### config.mk
export PLATFORM = sky130hd
export DESIGN_NAME = joyport_top
export DESIGN_NICKNAME = d
export VERILOG_FILES = /design/src/common/joyport_pkg.sv /design/src/logic/joyport_top.sv /design/src/logic/mouse_tracker.sv /design/src/logic/pad_encoder.sv /design/src/logic/port_scanner.sv
export VERILOG_INCLUDE_DIRS = /design/src /design/src/common
export SDC_FILE = /design/constraint.sdc
export NUM_CORES = 1
export LEC_CHECK = 0
export BUFFER_PORTS_ARGS = -buffer_cell sky130_fd_sc_hd__buf_4
export CAP_MARGIN = 10
export CORE_AREA = 4 4 87 89
export CTS_CLUSTER_SIZE = 40
export DETAILED_ROUTE_END_ITERATION = 12
export DIE_AREA = 0 0 91 93
export PLACE_DENSITY = 0.76
export SETUP_SLACK_MARGIN = 0.1
export SLEW_MARGIN = 20
export SYNTH_ARGS = -nofsm -noshare
export SYNTH_HDL_FRONTEND = slang
export SYNTH_HIERARCHICAL = 1
export SYNTH_SLANG_ARGS = --single-unit
### constraint.sdc
create_clock -name clk_sys -period 2.6 [get_ports clk_sys]
set_clock_uncertainty 0.2 [all_clocks]
set_input_delay 0.39 -clock clk_sys [delete_from_list [all_inputs] [get_ports clk_sys]]
set_output_delay 0.39 -clock clk_sys [all_outputs]
set_load 0.02 [all_outputs]
### src/common/joyport_params.svh
//////////////////////////////////////////////////////////////////////
// Controller port build constants
// Multitap pad count, pad word width, mouse idle counter width
// and the data returned for ports past the last pad
//////////////////////////////////////////////////////////////////////

`ifndef JOYPORT_PARAMS_SVH
`define JOYPORT_PARAMS_SVH

// Gamepads behind the multitap
`define JOYPORT_NUM_PADS 5

// One gamepad word
// Directions, four base buttons, four extra buttons
`define JOYPORT_PAD_W 12

// Mouse idle counter
// Phase returns to Y_LOW after 32767 cycles without clear
`define JOYPORT_MOUSE_TO_W 15

// Empty port
// Low twelve bits read as released, top nibble reads as pressed
`define JOYPORT_IDLE_DATA 16'h0FFF

`endif
### src/common/joyport_pkg.sv
//////////////////////////////////////////////////////////////////////
// Controller port types
// Pad words, port data and nibble vectors, port line and config
// structs, mouse sample struct and the mouse readout phase
//////////////////////////////////////////////////////////////////////

`include "joyport_params.svh"

package joyport_pkg;

	// Active-high pad bits
	// 0..3 right left down up, 4..7 I II select run, 8..11 III..VI
	typedef logic [`JOYPORT_PAD_W-1:0] pad_word_t;
	typedef pad_word_t [`JOYPORT_NUM_PADS-1:0] pad_array_t;

	// Four active-low nibbles, indexed by {high bank, sel}
	typedef logic [15:0] pad_data_t;
	typedef logic [3:0] nibble_t;
	typedef logic [2:0] port_idx_t;
	typedef logic [7:0] mouse_delta_t;

	// Console port lines
	typedef struct packed {
		logic clr;
		logic sel;
	} port_ctl_t;

	typedef struct packed {
		logic multitap_en;
		logic six_button_en;
		logic mouse_en;
	} joyport_cfg_t;

	// New sample whenever strobe toggles
	typedef struct packed {
		logic strobe;
		logic btn_left;
		logic btn_right;
		mouse_delta_t dx;
		mouse_delta_t dy;
	} mouse_sample_t;

	typedef enum logic [1:0] {
		X_HIGH = 2'd0,
		X_LOW = 2'd1,
		Y_HIGH = 2'd2,
		Y_LOW = 2'd3
	} mouse_phase_e;

endpackage

### src/logic/joyport_top.sv
//////////////////////////////////////////////////////////////////////
// Controller port top level
// Port scanner, pad encoder and mouse tracker, wired together
//////////////////////////////////////////////////////////////////////

`timescale 1ns/1ps

module joyport_top (
	input logic clk_sys,
	input logic reset,
	input joyport_pkg::port_ctl_t port_ctl,
	input joyport_pkg::joyport_cfg_t cfg,
	input joyport_pkg::pad_array_t pads,
	input joyport_pkg::mouse_sample_t mouse,
	output joyport_pkg::nibble_t nibble_out
);

	joyport_pkg::port_idx_t port_idx;
	joyport_pkg::pad_data_t pad_data;
	joyport_pkg::nibble_t mouse_nibble;
	logic clr_rise;

	// Console side sequencing and output latch
	// Bank flag is consumed inside the scanner itself
	port_scanner u_port_scanner (
		.clk_sys(clk_sys),
		.reset(reset),
		.port_ctl(port_ctl),
		.multitap_en(cfg.multitap_en),
		.six_button_en(cfg.six_button_en),
		.pad_data(pad_data),
		.port_idx(port_idx),
		.high_bank(),
		.clr_rise(clr_rise),
		.nibble_out(nibble_out)
	);

	// Pad word to port data
	pad_encoder u_pad_encoder (
		.pads(pads),
		.mouse_en(cfg.mouse_en),
		.btn_left(mouse.btn_left),
		.btn_right(mouse.btn_right),
		.port_idx(port_idx),
		.mouse_nibble(mouse_nibble),
		.pad_data(pad_data)
	);

	// Mouse deltas, read out a nibble per clear edge
	mouse_tracker u_mouse_tracker (
		.clk_sys(clk_sys),
		.reset(reset),
		.clr(port_ctl.clr),
		.clr_rise(clr_rise),
		.strobe(mouse.strobe),
		.dx(mouse.dx),
		.dy(mouse.dy),
		.mouse_nibble(mouse_nibble)
	);

endmodule

### src/logic/mouse_tracker.sv
//////////////////////////////////////////////////////////////////////
// Mouse tracker
// Sample capture on strobe toggle, four-phase delta readout stepped
// by clear edges, idle timeout back to the last phase
//////////////////////////////////////////////////////////////////////

`timescale 1ns/1ps

`include "joyport_params.svh"

module mouse_tracker (
	input logic clk_sys,
	input logic reset,
	input logic clr,
	input logic clr_rise,
	input logic strobe,
	input joyport_pkg::mouse_delta_t dx,
	input joyport_pkg::mouse_delta_t dy,
	output joyport_pkg::nibble_t mouse_nibble
);

	logic strobe_q;
	logic new_sample;
	logic idle_sat;
	logic [`JOYPORT_MOUSE_TO_W-1:0] idle_cnt;
	joyport_pkg::mouse_delta_t raw_x;
	joyport_pkg::mouse_delta_t raw_y;
	joyport_pkg::mouse_delta_t out_x;
	joyport_pkg::mouse_delta_t out_y;
	joyport_pkg::mouse_phase_e phase;
	joyport_pkg::mouse_phase_e next_phase;

	assign new_sample = strobe ^ strobe_q;
	assign idle_sat = &idle_cnt;
	assign next_phase = joyport_pkg::mouse_phase_e'(phase + 2'd1);

	always_ff @(posedge clk_sys) begin
		if (reset) begin
			strobe_q <= 1'b0;
			idle_cnt <= '0;
			raw_x <= '0;
			raw_y <= '0;
			out_x <= '0;
			out_y <= '0;
			phase <= joyport_pkg::Y_LOW;
		end else begin
			strobe_q <= strobe;

			// Counts only while the console leaves clear low
			if (clr) begin
				idle_cnt <= '0;
			end else if (!idle_sat) begin
				idle_cnt <= idle_cnt + 1'b1;
			end
			if (idle_sat) begin
				phase <= joyport_pkg::Y_LOW;
			end

			if (clr_rise) begin
				phase <= next_phase;
				// Start of a new read, hand over accumulated deltas
				if (phase == joyport_pkg::Y_LOW) begin
					out_x <= raw_x;
					out_y <= raw_y;
					raw_x <= '0;
					raw_y <= '0;
				end
			end

			// X is reported negated
			if (new_sample) begin
				raw_x <= 8'd0 - dx;
				raw_y <= dy;
			end
		end
	end

	always_comb begin
		case (phase)
			joyport_pkg::X_HIGH: mouse_nibble = out_x[7:4];
			joyport_pkg::X_LOW: mouse_nibble = out_x[3:0];
			joyport_pkg::Y_HIGH: mouse_nibble = out_y[7:4];
			default: mouse_nibble = out_y[3:0];
		endcase
	end

	// Clear rise always follows a clear level, so timeout and step never meet
	a_idle_phase: assert property (@(posedge clk_sys) disable iff (reset)
		idle_sat |=> phase == joyport_pkg::Y_LOW);

endmodule

### src/logic/pad_encoder.sv
//////////////////////////////////////////////////////////////////////
// Pad encoder
// Picks the pad word for the current port, reorders it into the
// active-low port layout, substitutes the mouse byte on port 0
//////////////////////////////////////////////////////////////////////

`timescale 1ns/1ps

`include "joyport_params.svh"

module pad_encoder (
	input joyport_pkg::pad_array_t pads,
	input logic mouse_en,
	input logic btn_left,
	input logic btn_right,
	input joyport_pkg::port_idx_t port_idx,
	input joyport_pkg::nibble_t mouse_nibble,
	output joyport_pkg::pad_data_t pad_data
);

	joyport_pkg::pad_word_t pad_sel;
	logic [7:0] mouse_byte;
	logic idx_valid;
	logic mouse_port;

	assign idx_valid = int'(port_idx) < `JOYPORT_NUM_PADS;
	assign mouse_port = mouse_en && (port_idx == '0);

	// Pad word for the current port
	always_comb begin
		pad_sel = '0;
		for (int i = 0; i < `JOYPORT_NUM_PADS; i++) begin
			if (int'(port_idx) == i) begin
				pad_sel = pads[i];
			end
		end
	end

	// Low nibble is run, select, left, right of pad 0 and the mouse
	assign mouse_byte = {mouse_nibble, ~{pads[0][7], pads[0][6], btn_left, btn_right}};

	//////////////////////////////////////////////////////////////////////
	// Port data
	//////////////////////////////////////////////////////////////////////

	// Nibble 0 buttons I II select run
	// Nibble 1 up right down left
	// Nibble 2 buttons III to VI, nibble 3 unused and reads as zero
	always_comb begin
		if (mouse_port) begin
			pad_data = {mouse_byte, mouse_byte};
		end else if (idx_valid) begin
			pad_data = ~{4'hF, pad_sel[11:8],
				pad_sel[1], pad_sel[2], pad_sel[0], pad_sel[3],
				pad_sel[7:4]};
		end else begin
			pad_data = `JOYPORT_IDLE_DATA;
		end
	end

endmodule

### src/logic/port_scanner.sv
//////////////////////////////////////////////////////////////////////
// Port scanner
// Edge detect on the console sel and clr lines, multitap port index,
// six-button bank flag and the registered output nibble
//////////////////////////////////////////////////////////////////////

`timescale 1ns/1ps

module port_scanner (
	input logic clk_sys,
	input logic reset,
	input joyport_pkg::port_ctl_t port_ctl,
	input logic multitap_en,
	input logic six_button_en,
	input joyport_pkg::pad_data_t pad_data,
	output joyport_pkg::port_idx_t port_idx,
	output logic high_bank,
	output logic clr_rise,
	output joyport_pkg::nibble_t nibble_out
);

	joyport_pkg::port_ctl_t ctl_q;
	logic clr_edge;
	logic sel_edge;

	assign clr_edge = port_ctl.clr & ~ctl_q.clr;
	assign sel_edge = port_ctl.sel & ~ctl_q.sel;

	// Clear wins over the select advance
	always_ff @(posedge clk_sys) begin
		if (reset) begin
			ctl_q <= '0;
			port_idx <= '0;
			high_bank <= 1'b0;
			clr_rise <= 1'b0;
			nibble_out <= '0;
		end else begin
			ctl_q <= port_ctl;
			clr_rise <= clr_edge;
			nibble_out <= pad_data[{high_bank, port_ctl.sel, 2'b00} +: 4];
			if (port_ctl.clr) begin
				port_idx <= '0;
				nibble_out <= '0;
				// Bank toggles once per clear pulse
				if (clr_edge) begin
					high_bank <= ~high_bank & six_button_en;
				end
			end else if (sel_edge && multitap_en) begin
				// Wraps at eight, ports past the pads read empty
				port_idx <= port_idx + 3'd1;
			end
		end
	end

	//////////////////////////////////////////////////////////////////////
	// Checks
	//////////////////////////////////////////////////////////////////////

	a_clr_zero: assert property (@(posedge clk_sys) disable iff (reset)
		port_ctl.clr |=> nibble_out == '0);

	a_clr_rise_pulse: assert property (@(posedge clk_sys) disable iff (reset)
		clr_rise |=> !clr_rise);

	// High bank only with six buttons enabled
	a_bank_gated: assert property (@(posedge clk_sys) disable iff (reset)
		$rose(high_bank) |-> $past(six_button_en));

endmodule

# [Word-level counts from Yosys, hierarchy flattened]
# Index checks and enable logic that the tools add are counted.
[word_totals] regBits=61 in_bits=86 output_inout_bits=4 word_cells=62
[classes] n_addsub=4 n_lt_le_gt_ge=1 n_eq_ne=7 n_shift=1 muxes=14 bitwise_logic=9 reduce_logical=13
[ops] op="12-bit two-way mux" count=5
[ops] op="16-bit two-way mux" count=2
[ops] op="8-bit two-way mux" count=4
[ops] op="16-bit NOT" count=1
[ops] op="16-bit by 5-bit variable part select with 4-bit output" count=1
[ops] op="15-bit by 1-bit adder with 15-bit output (second input constant)" count=1
[ops] op="15-bit AND reduction" count=1
[ops] op="4-bit case mux with 3 select lines" count=1
[ops] op="3-bit equality test (second input constant)" count=3
[ops] op="1-bit by 8-bit subtractor with 8-bit output (first input constant)" count=1
[ops] op="3-bit logical NOT" count=2
[ops] op="2-bit AND reduction" count=3
[ops] op="2-bit nonzero test" count=3
[ops] op="2-bit equality test (second input constant)" count=2
[ops] op="2-bit two-way mux" count=2
[ops] op="4-bit NOT" count=1
[ops] op="3-bit by 1-bit adder with 3-bit output (second input constant)" count=1
[ops] op="1-bit AND" count=3
[ops] op="3-bit by 2-bit equality test with 1-bit output (second input constant)" count=1
[ops] op="3-bit less-than comparator (second input constant)" count=1
[ops] op="1-bit NOT" count=3
[ops] op="2-bit by 1-bit adder with 2-bit output (second input constant)" count=1
[ops] op="2-bit by 1-bit equality test with 1-bit output (second input constant)" count=1
[ops] op="1-bit logical AND" count=2
[ops] op="3 further kinds" count=3

# [Depth between registers and ports, before layout]
# Gate-level depths: netlist of run 1.
[depth] word_depth=10 mapped_depth=8 ltp_nobuf=8

# [By module]
# Netlist of run 1, hierarchy kept.
[by_module_without_submodules] module="mouse_tracker" instances=1 cells_each=275 area_per_inst_um2=2277.2 seq_area_each_um2=1001.0
[by_module_without_submodules] module="pad_encoder" instances=1 cells_each=112 area_per_inst_um2=782.0 seq_area_each_um2=0.0
[by_module_without_submodules] module="port_scanner" instances=1 cells_each=44 area_per_inst_um2=478.0 seq_area_each_um2=220.2

# [Least setup slack after synthesis of run 1]
# No wires, ideal clock.
[synth_path] path_kind="reg-to-reg" start="register u_mouse_tracker.idle_cnt[0]" end="register u_mouse_tracker.idle_cnt[1]" setup_time_ns=0.128 arrival_time_ns=1.477 required_time_ns=2.272 path_slack_ns=0.795 path_stages_with_launch=7 path_buffers=1 period_less_slack_ns=1.805 path_cell_list="dfxtp_1 > ha_1 > nand4_2 > nor4_4 > buf_6 > mux2i_1 > nor2_1"
[synth_via] elab_chain_cells=1 elab_cells_between_ends=2 classes_between="add/sub (1); reduce/logical (1)"
[synth_lines] item="from (decl)" line_no="mouse_tracker.sv:25" source="logic [`JOYPORT_MOUSE_TO_W-1:0] idle_cnt;"
[synth_lines] item="from (signal assigned)" line_no="mouse_tracker.sv:53" source="idle_cnt <= idle_cnt + 1'b1;"
[synth_lines] item="15-bit by 1-bit adder with 15-bit output / 15-bit AND reduction (equally long branches)" line_no="mouse_tracker.sv:53, mouse_tracker.sv:34"
# Parallel ways exist; a longest one is shown, timed or not.
# A chain may end at the register's enable or synchronous reset.

# [Worst setup path after layout of run 1]
[layout_path] start="register u_mouse_tracker.phase[1]" end="register u_port_scanner.nibble_out[1]"
[layout_via] elab_chain_cells=4 elab_cells_between_ends=6 classes_between="eq/ne (2); shift (1); mux (2); reduce/logical (1)"
[layout_lines] item="from (decl)" line_no="mouse_tracker.sv:30" source="joyport_pkg::mouse_phase_e phase;"
[layout_lines] item="from (signal assigned)" line_no="mouse_tracker.sv:45" source="phase <= joyport_pkg::Y_LOW;"
[layout_lines] item="from (signal assigned)" line_no="mouse_tracker.sv:56" source="phase <= joyport_pkg::Y_LOW;"
[layout_lines] item="from (signal assigned)" line_no="mouse_tracker.sv:60" source="phase <= next_phase;"
[layout_lines] item="2-bit equality test (tied with other cells)" line_no="mouse_tracker.sv:79" source="case (phase)"
[layout_lines] item="4-bit case mux with 3 select lines *" line_no="mouse_tracker.sv:79"
[layout_lines] item="via mouse_nibble[1]" line_no="joyport_top.sv:20" source="joyport_pkg::nibble_t mouse_nibble;"
[layout_lines] item="16-bit two-way mux *" line_no="pad_encoder.sv:50" source="if (mouse_port) begin"
[layout_lines] item="via pad_data[5]" line_no="joyport_top.sv:19" source="joyport_pkg::pad_data_t pad_data;"
[layout_lines] item="16-bit by 5-bit variable part select with 4-bit output *" line_no="port_scanner.sv:40" source="nibble_out <= pad_data[{high_bank, port_ctl.sel, 2'b00} +: 4];"
[layout_lines] item="to (signal assigned)" line_no="port_scanner.sv:40"
[layout_lines] item="to (decl)" line_no="port_scanner.sv:19" source="output joyport_pkg::nibble_t nibble_out"
# The timed path passes the listed nets; every way through them passes the cells marked *.

==> results of run 1 <==
[path summary, 6_finish.rpt]
kind,from,endpoint,slack (ns),depth (start not counted)
setup / recovery,u_mouse_tracker/phase[1]$_SDFFE_PP1P_,u_port_scanner/nibble_out[1]$_SDFF_PP0_,0.47,8
hold / removal,port_ctl[1],u_port_scanner/port_idx[2]$_SDFFE_PP0P_,0.08,2
setup reg to reg,u_mouse_tracker/phase[1]$_SDFFE_PP1P_,u_port_scanner/nibble_out[1]$_SDFF_PP0_,0.47,8
hold reg to reg,u_mouse_tracker/raw_x[2]$_SDFFE_PP0P_,u_mouse_tracker/out_x[2]$_SDFFE_PP0P_,0.25,2
[cells in the mapped netlist (7+ instances only)]
master    instances  area [um^2]
clkbuf_1         14         52.6
mux2i_1          24          240
a211oi_1         11         82.6
nand3_1          19         95.1
ha_1              8          100
and2_1            9         56.3
a21boi_0         10         75.1
or3_1             8         50.1
a21oi_1          43          215
nor2_1           15         56.3
o21ai_0          11         55.1
dfxtp_1          61         1220
inv_1            26         97.6
nand2_1          60          225
and3_1            7         43.8
[worst register-to-register path, delay by kind of cell (launching register included)]
kind	cells	cell delay [ns]
buffers and inverters	1	0.10
AOI/OAI and AO/OA	3	0.67
DFF	1	0.41
and+or+nand+nor	1	0.10
muxes	2	0.29
adders and majority gates	1	0.24
[through the flow]
stage          cell area [um^2]  hold WS [ns]  instances
2_1_floorplan              3540         0.232        431
3_3_place_gp               4230         0.240        583
3_5_place_dp               4230         0.244        583
4_1_cts                    4410        0.0673        598
5_1_grt                    4410        0.0798        598
6_report                   4410        0.0778        598
[registers in the layout, summed over array words and instances, names as in the netlist]
signal / cells
u_port_scanner/clr_rise: 1
u_mouse_tracker/out_x: 8
u_mouse_tracker/raw_y: 8
u_mouse_tracker/idle_cnt: 15
u_mouse_tracker/phase: 2
u_mouse_tracker/strobe_q: 1
u_port_scanner/port_idx: 3
u_port_scanner/nibble_out: 4
u_port_scanner/ctl_q: 2
u_mouse_tracker/raw_x: 8
u_port_scanner/high_bank: 1
u_mouse_tracker/out_y: 8
[area by class of cell]
type	count	area (um^2)
clock buffers	9	124
clock inverters	6	55.1
fillers	610	2350
inverters	26	97.6
multi-input cells	319	2070
flip-flops and latches	61	1220
well taps	80	100
repair buffers	97	741
[layer usage]
metal  GRT usage  up-vias  wire length [um]
met5           0        -                 0
met4      0.0641        0               126
met3      0.0628       11               709
met1       0.261     1550              3980
met2       0.362      119              4270
li1            -     1723                 -
[power breakdown]
part           total (mW)  switching [mW]  internal, mW
Sequential          0.995          0.0241         0.971
Clock               0.779           0.351         0.428
Combinational       0.327           0.155         0.172
Total                2.10           0.530          1.57
[cells by family after synthesis]
family	Yosys count	share of synthesized area
adders and majority gates	8	0.0283
AOI/OAI and AO/OA	113	0.207
DFF	61	0.345
muxes	26	0.0743
and+or+nand+nor	163	0.254
xor gates and xnor gates	9	0.0223
buffers and inverters	51	0.0690
==> results by stage, run 1 <==
Route:
- The average detailed-routed wire length per instance is between 15 and 20 um.
- The count of nets left with antenna violations after detail routing is 0.
- After detailed routing, the number of vias per cell comes to 5.69.
- After detailed routing, the total wire length is 9100 um.
- For this run, design rule violations remaining after detail routing come to 0.
- The number of iterations in the first detailed-routing pass is 6.
- The detailed router's first-iteration violation count is 180.
- The routed via count is 3403.

Critical path:
- The delay of the slowest cell on the worst path is approximately 0.43 ns.
- The critical path arrival is 2.15 ns.
- The cell at the slowest stage of the critical path is a222oi_1.
- The critical path goes through inv_1 > ha_1 > a222oi_1 > mux2i_1 > nand2_1 > o311ai_0 > mux2i_1 > o22ai_1.
- Data on the critical path is required at its endpoint by 2.62 ns.
- The largest fanout on the critical path is 5.
- In this design, the critical path's most frequently occurring cell is mux2i_1.
- The type of the worst setup path is flip-flop to flip-flop.
- On the critical path the largest part of the delay comes from compound AO/OA/AOI/OAI gates.
- The startpoint kind of the worst setup timing path is a flip-flop.
- The kind of end point of the critical path is a flip-flop.
- The number of buffer and inverter stages on the critical path is 1.

STA:
- Setup repair after global routing left no endpoint under its margin.
- The worst path needs around 2.1 ns of the cycle, external delays included.
- Setup violations remaining at the end of the flow were counted as 0.
- The highest achievable clock rate is 470 MHz.
- After routing, the total negative slack on setup checks comes to 0 ns.
- The share of the cycle needed by the critical path after routing is 0.818.
- The number of max-slew violations in the final report is 0.
- The setup slack of the critical path after layout is 0.473 ns.
- For the pin with the worst max-slew slack, the measured transition is 0.599 ns.
- The worst max-slew margin expressed relative to the limit is 0.601.
- The total count of hold-check failures in the final report came to 0.

Floorplan:
- The die is 91 um wide.
- The count of pins on the block boundary is 90.
- For this configuration, the core starts out at a cell density of 0.524.
- The floorplan step defined a die boundary enclosing 8460 um^2.
- The floorplan step defined a core boundary enclosing 6760 um^2.
- The count of standard-cell rows is 30.
- The floorplan die height is 93 um.

Final layout:
- The relative area change from synthesis to final layout is 24.7%.
- In the layout the commonest cells are 96 x buf_4, 61 x dfxtp_1, 60 x nand2_1.
- The fraction of final layout cells with drive strength greater than 1 is 0.253.
- The most common library cell in the layout ignoring fill and taps is buf_4.
- For this run, the post-layout net count is 608.
- 0 antenna diodes ended up in the layout.
- At the end of the flow the core is filled with cells to 0.653.

Yosys:
- For this run, the register share of the synthesized area comes to 0.345.
- Synthesis instantiated between 60 and 70 different standard cells from the library.
- Counting every instance in the synthesized netlist gives 431.
- The post-synthesis net count is 525.
- The post-synthesis instance area is 3540 um^2.
- The count of state elements after synthesis is 61.
- The dominant register cell in the synthesized netlist is dfxtp_1.
- The number of enable-type register cells in the synthesized netlist is 0.
- The average cell area after synthesis is 8.21 um^2.
- After synthesis, the share of flip-flops with an asynchronous set or reset is 0.
- The warning count from the yosys run is 6.

Global route:
- The number of global-route vias before repair is 3081.
- The wire length of the first global-routing pass is 14700 um.
- The overall track demand over capacity in global routing is 0.213.
- The initial antenna violation count is 0.
- The maximum number of pins on one net before global-route repair is between 40 and 50.
- After global routing the overflow that remains totals 0.

Place:
- The count of port buffers added during placement is just under 90.
- Before CTS, the worst setup slack after placement is 0.534 ns.
- Routability-driven placement finished with a final weighted congestion of 0.897.
- Detailed placement finished with a half-perimeter wire length of 6700 um.

Clock tree:
- The clock tree from TritonCTS is done.
- The clock reaches the later pin of the worst-skew pair after between 0.3 and 0.4 ns.
- After clock tree synthesis, the clock-pin slew on the worst setup and hold paths is 0.07 ns.
- The count of hold buffers inserted by post-cts repair is 0.
- After clock tree synthesis, the repair step resized 0 gates.
- The largest buffer count on any clock path is 2.
- The CTS buffer count is 9.
- The tree built by TritonCTS fans out to 61 sinks.
- The H-tree was split into 3 levels.
- The number of buffers inserted by post-CTS setup repair is 0.
- The cell at the root of the clock tree is clkbuf_8.

Power and ir drop:
- The highest ir drop seen on vdd is about 0.00036 V.
- The analysis attributes to cell leakage a power of 1.84 nW.
- The power density over the cells is 476 nW/um^2.
- The total power draw is 2.10 mW.

Worst hold path:
- The class of the tightest hold or removal check is primary input to flip-flop.

Run:
- The max capacitance violation total is 0.

Run status:
- The flow ran to the end, and the final reports show no timing, DRC or antenna violations.
(Power assumes the default switching activity.)
==> inputs of run 2 (changes only) <==
--- a/config.mk
+++ b/config.mk
@@ -6,13 +6,14 @@
 export SDC_FILE = /design/constraint.sdc
 export NUM_CORES = 1
 export LEC_CHECK = 0
+export ABC_AREA = 1
 export BUFFER_PORTS_ARGS = -buffer_cell sky130_fd_sc_hd__buf_4
 export CAP_MARGIN = 10
-export CORE_AREA = 4 4 87 89
+export CORE_AREA = 4 4 94 96
 export CTS_CLUSTER_SIZE = 40
 export DETAILED_ROUTE_END_ITERATION = 12
-export DIE_AREA = 0 0 91 93
-export PLACE_DENSITY = 0.76
+export DIE_AREA = 0 0 98 100
+export PLACE_DENSITY = 0.73
 export SETUP_SLACK_MARGIN = 0.1
 export SLEW_MARGIN = 20
 export SYNTH_ARGS = -nofsm -noshare
==> constraint.sdc (replaced) <==
create_clock -name clk_sys -period 1.95 [get_ports clk_sys]
set_clock_uncertainty 0.2 [all_clocks]
set_input_delay 0.2925 -clock clk_sys [delete_from_list [all_inputs] [get_ports clk_sys]]
set_output_delay 0.2925 -clock clk_sys [all_outputs]
set_load 0.02 [all_outputs]
==> run 2 against run 1 <==
Net effect: non-clock buffer count grew 9; flip-flop and latch count is the same; synthesized cell count grew 45%; largest cell class unchanged; largest power group unchanged; highest routed layer unchanged.
==> results by stage, run 2 <==
Run status:
- The run finished with clean final reports.

Run:
- The max capacitance violation total came to 0 (unchanged).

Yosys:
- The most repeated cell in the gate-level netlist after synthesis is nand2_1.
- The number of unique standard cell types used by synthesis is 33 (-48%).
- Sorting the synthesized cells by how often they occur yields 190 x nand2_1, 96 x nor2_1, 82 x inv_1.
- The warning count from the yosys run is 6 (unchanged).
- The fraction of post-synthesis cell area in the top cell type by area is 0.321 (-0.0239).
- The count of state elements after synthesis is 61 (unchanged).
- The share of synthesized registers carrying an async set or reset was 0 (unchanged).
- Yosys attributes the largest share of cell area to dfxtp_1 32%, nand2_1 19%, nor2_1 9.5%.
- The post-synthesis net count is 718 (+37%).
- The post-synthesis instance area is 3800 um^2 (+7.4%).
- The number of enable-type register cells in the synthesized netlist is 0 (unchanged).
- The average cell area after synthesis is 6.09 um^2 (-26%).
- dfxtp_1 takes more of the synthesized area than any other cell.
- For this run, the leading register cell type out of synthesis is dfxtp_1.
- The sequential cell area fraction in the yosys report is 0.321 (-0.0239).
- The cell count after synthesis is 624 (+45%).

Critical path:
- The critical path arrival was 1.87 ns (-0.28 ns).
- The destination of the worst register-to-register timing path is u_port_scanner/nibble_out[1]$_SDFF_PP0_.
- The startpoint of the worst setup timing path is u_port_scanner/port_idx[1]$_SDFFE_PP0P_.
- The critical path's most frequent cell is nand2_1.
- The startpoint kind of the worst setup timing path is a flip-flop.
- The number of buffer and inverter stages on the critical path is 2 (+1).
- STA classifies the critical path endpoint as a flip-flop.
- The depth of the worst register-to-register path came to 9 (+1).
- Following the worst setup path forward leads to its endpoint at u_port_scanner/nibble_out[1]$_SDFF_PP0_.
- The register-to-register setup slack is 0.13 ns (-0.34 ns).
- The type of the worst setup path is flip-flop to flip-flop.
- The largest fanout on the critical path was 12 (+7).
- Walking the worst path, the cells encountered are nor2_2 > buf_6 > nand3_4 > or2_2 > nand2_1 > inv_1 > nand2_1 > nand3_1 > a21oi_1.
- The category of cells accounting for the largest share of critical-path delay is simple AND/OR/NAND/NOR gates.
- The startpoint of the most critical register-to-register path is u_port_scanner/port_idx[1]$_SDFFE_PP0P_.
- The required arrival time at the worst endpoint is 2.01 ns (-0.61 ns).
- The count of cell instances traversed by the critical path is 9 (+1).
- For this design, the slowest cell found on the critical path is dfxtp_2.
- The delay of the slowest cell on the worst path is 0.34 ns (-0.09 ns).

STA:
- Setup repair after global routing could not meet its margin everywhere.
- The final critical delay including setup and external delays came to 1.82 ns (-0.310 ns).
- The total count of hold-check failures in the final report is 0 (unchanged).
- The share of the cycle needed by the critical path after routing was 0.932 (+0.114).
- The number of endpoints failing setup at the final stage is 0 (unchanged).
- The highest achievable clock rate is 550 MHz (+17%).
- The hold slack was 0.0297 ns (-0.0480 ns).
- The number of max-slew violations in the final report is 0 (unchanged).
- The worst max-slew margin expressed relative to the limit is 0.743 (+0.142).
- The transition time of the tightest slew-check pin was 0.385 ns (-0.214 ns).

Final layout:
- The post-route standard cell area excluding fillers is 4940 um^2 (+12%).
- The relative area change from synthesis to final layout is 30.0%.
- The fraction of final layout cells with drive strength greater than 1 is 0.242 (-0.0108).
- The library cell used most frequently in the layout, excluding fill and tap cells, is nand2_1.
- The share of the core filled with cells in the final layout is 0.613 (-0.0394).
- Leaving out fill and tap cells, the most frequent cells in the layout are 187 x nand2_1, 99 x buf_4, 94 x nor2_1.
- The number of non-filler instances in the completed layout came to 832 (+39%).
- The largest register by flop count is u_mouse_tracker/idle_cnt.
- The number of nets in the layout is 817 (+34%).
- The number of diodes added for antenna fixing is 0 (unchanged).
- The number of flip-flops under the largest register name was 15 (unchanged).

Route:
- The average detailed-routed wire length per instance is 12.3 um (-19%).
- The routed via count is 4040 (+19%).
- The number of iterations in the first detailed-routing pass is 5 (-1).
- The DRC violations left is 0 (unchanged).
- The average vias per placed instance is 4.86 (-15%).
- The detailed router's first-iteration violation count was 148 (-18%).
- The count of nets left with antenna violations after detail routing is 0 (unchanged).
- The aggregate routed wire length was 10200 um (+12%).

Floorplan:
- The total die area came to 9800 um^2 (+16%).
- The count of standard-cell rows is 33 (+10%).
- The area inside the core boundary is 8050 um^2 (+19%).
- The x dimension of the die is 98 um (+7.7%).
- The count of pins on the block boundary is 90 (unchanged).
- The starting density of the core came to 0.472 (-0.0516).
- The floorplan die height came to 100 um (+7.5%).

Clock tree:
- TritonCTS built the clock tree.
- The total number of H-tree levels came to 3 (unchanged).
- The clock input transition at the sequential cells of the worst setup and hold paths is 0.06 ns (about the same).
- The count of clock tree sinks came to 61 (unchanged).
- The cell at the root of the clock tree is clkbuf_8.
- The CTS buffer count was 9 (unchanged).
- The latest clock arrival within the worst-skew pair is 0.32 ns (-0.02 ns).
- The largest buffer count on any clock path came to 2 (unchanged).

Place:
- The weighted congestion reported at the end of routability-driven placement is 0.917 (+2.2%).
- The area after detailed placement is 4600 um^2 (+8.8%).
- The detailed placement HPWL is 7830 um (+17%).
- The instance count after placement with tap cells included is 813 (+39%).
- The count of port buffers added during placement is 89 (unchanged).

Power and ir drop:
- The leakage power figure is 2.52 nW (+37%).
- The power density over the cells came to 578 nW/um^2 (+21%).
- The highest ir drop seen on vdd is 0.000377 V (+4.2%).

Global route:
- The wire length of the first global-routing pass is 16400 um (+11%).
- The initial antenna violation count is 0 (unchanged).
- The number of global-route vias before repair is 3716 (+21%).
- The aggregate global routing overflow came to 0 (unchanged).
- The maximum number of pins on one net before global-route repair is 26 (-47%).
- The overall track demand over capacity in global routing was 0.202 (-0.0111).

Worst hold path:
- The start point of the worst hold path is mouse[7].
- The class of the tightest hold or removal check is primary input to flip-flop.
- The count of cells along the worst hold path is 3 (+1).
## run 2: cell types whose count changed after synthesis, sizes merged, moves of 10 or more
cell    before  now
nand2       60  194
nor2        16  104
inv         26   87
mux2i       24    0
nand3       21   44
o21ai       15   28
or2          3   16
a211oi      11    0
a21boi      10    0
a21oi       43   33
clkbuf      14    4
or3         10    0
## run 2: timing repair
| action | 4_1_cts | 5_1_grt |
|---|---|---|
| resized for setup | 6 | 29 |
| setup buffers | 0 | 1 |
| gates cloned | 0 | 1 |
| hold buffers | 2 | 0 |
| setup endpoints to repair | 4 | 13 |
| endpoints found under the hold margin | 2 | 0 |
| pin swaps | 0 | 4 |
## run 2: worst min path at each step
stage | end
global route | u_mouse_tracker/raw_y[2]$_SDFFE_PP0P_
finish | u_mouse_tracker/raw_y[7]$_SDFFE_PP0P_
floorplan | u_port_scanner/ctl_q[1]$_SDFF_PP0_
detailed placement | u_mouse_tracker/raw_x[2]$_SDFFE_PP0P_
global placement | u_mouse_tracker/raw_y[4]$_SDFFE_PP0P_
CTS | u_mouse_tracker/raw_y[0]$_SDFFE_PP0P_
## run 2: cells by family (layout without fill, tap and decap cells)
logic type | Yosys count | count (layout) | share of synthesized area
buf+inv | 108 | 210 | 0.116
flops | 61 | 61 | 0.321
simple gates | 373 | 374 | 0.427
compound gates | 70 | 70 | 0.101
xor+xnor | 4 | 4 | 0.00922
fa+ha+maj | 8 | 8 | 0.0263
## run 2: worst register-to-register path, delay by kind of cell, from the launching register on
family                 cells  cell delay, ns
DFF                        1            0.34
AOI/OAI and AO/OA          1            0.15
and+or+nand+nor            6            0.83
buffers and inverters      2            0.22
## run 2: routing by layer
| metal | share of wire | wire length, um | global-route usage | vias to the layer above |
|---|---|---|---|---|
| met3 | 0.070 | 709 | 0.0396 | 15 |
| met5 | 0 | 0 | 0 | - |
| li1 | - | - | - | 2128 |
| met1 | 0.44 | 4510 | 0.247 | 1757 |
| met4 | 0.017 | 173 | 0.0863 | 0 |
| met2 | 0.47 | 4800 | 0.347 | 140 |
## run 2: through the flow
step | TNS, ns | power, mW | setup WS (ns)
6_report | 0 | 2.86 | 0.132
5_1_grt | 0 | 3.01 | 0.0584
4_1_cts | 0 | 2.86 | 0.0832
3_5_place_dp | -0.245 | 1.93 | -0.0804
3_3_place_gp | -0.0792 | 1.92 | -0.0309
2_1_floorplan | 0 | 1.70 | 0.289
## run 2: cell type report
class                   count  area (um^2)
inverters                  89          339
clock inverters             2         10.0
multi-input cells         456         2250
fillers                   782         3110
clock buffers              13          149
flip-flops and latches     61         1230
well taps                 105          131
repair buffers            106          828
## run 2: power by group
group | switching (mW) | total (mW) | internal [mW] | leakage (nW)
registers | 0.0386 | 1.35 | 1.31 | 0.501
logic | 0.315 | 0.594 | 0.279 | 1.93
clock network | 0.429 | 0.915 | 0.486 | 0.0833
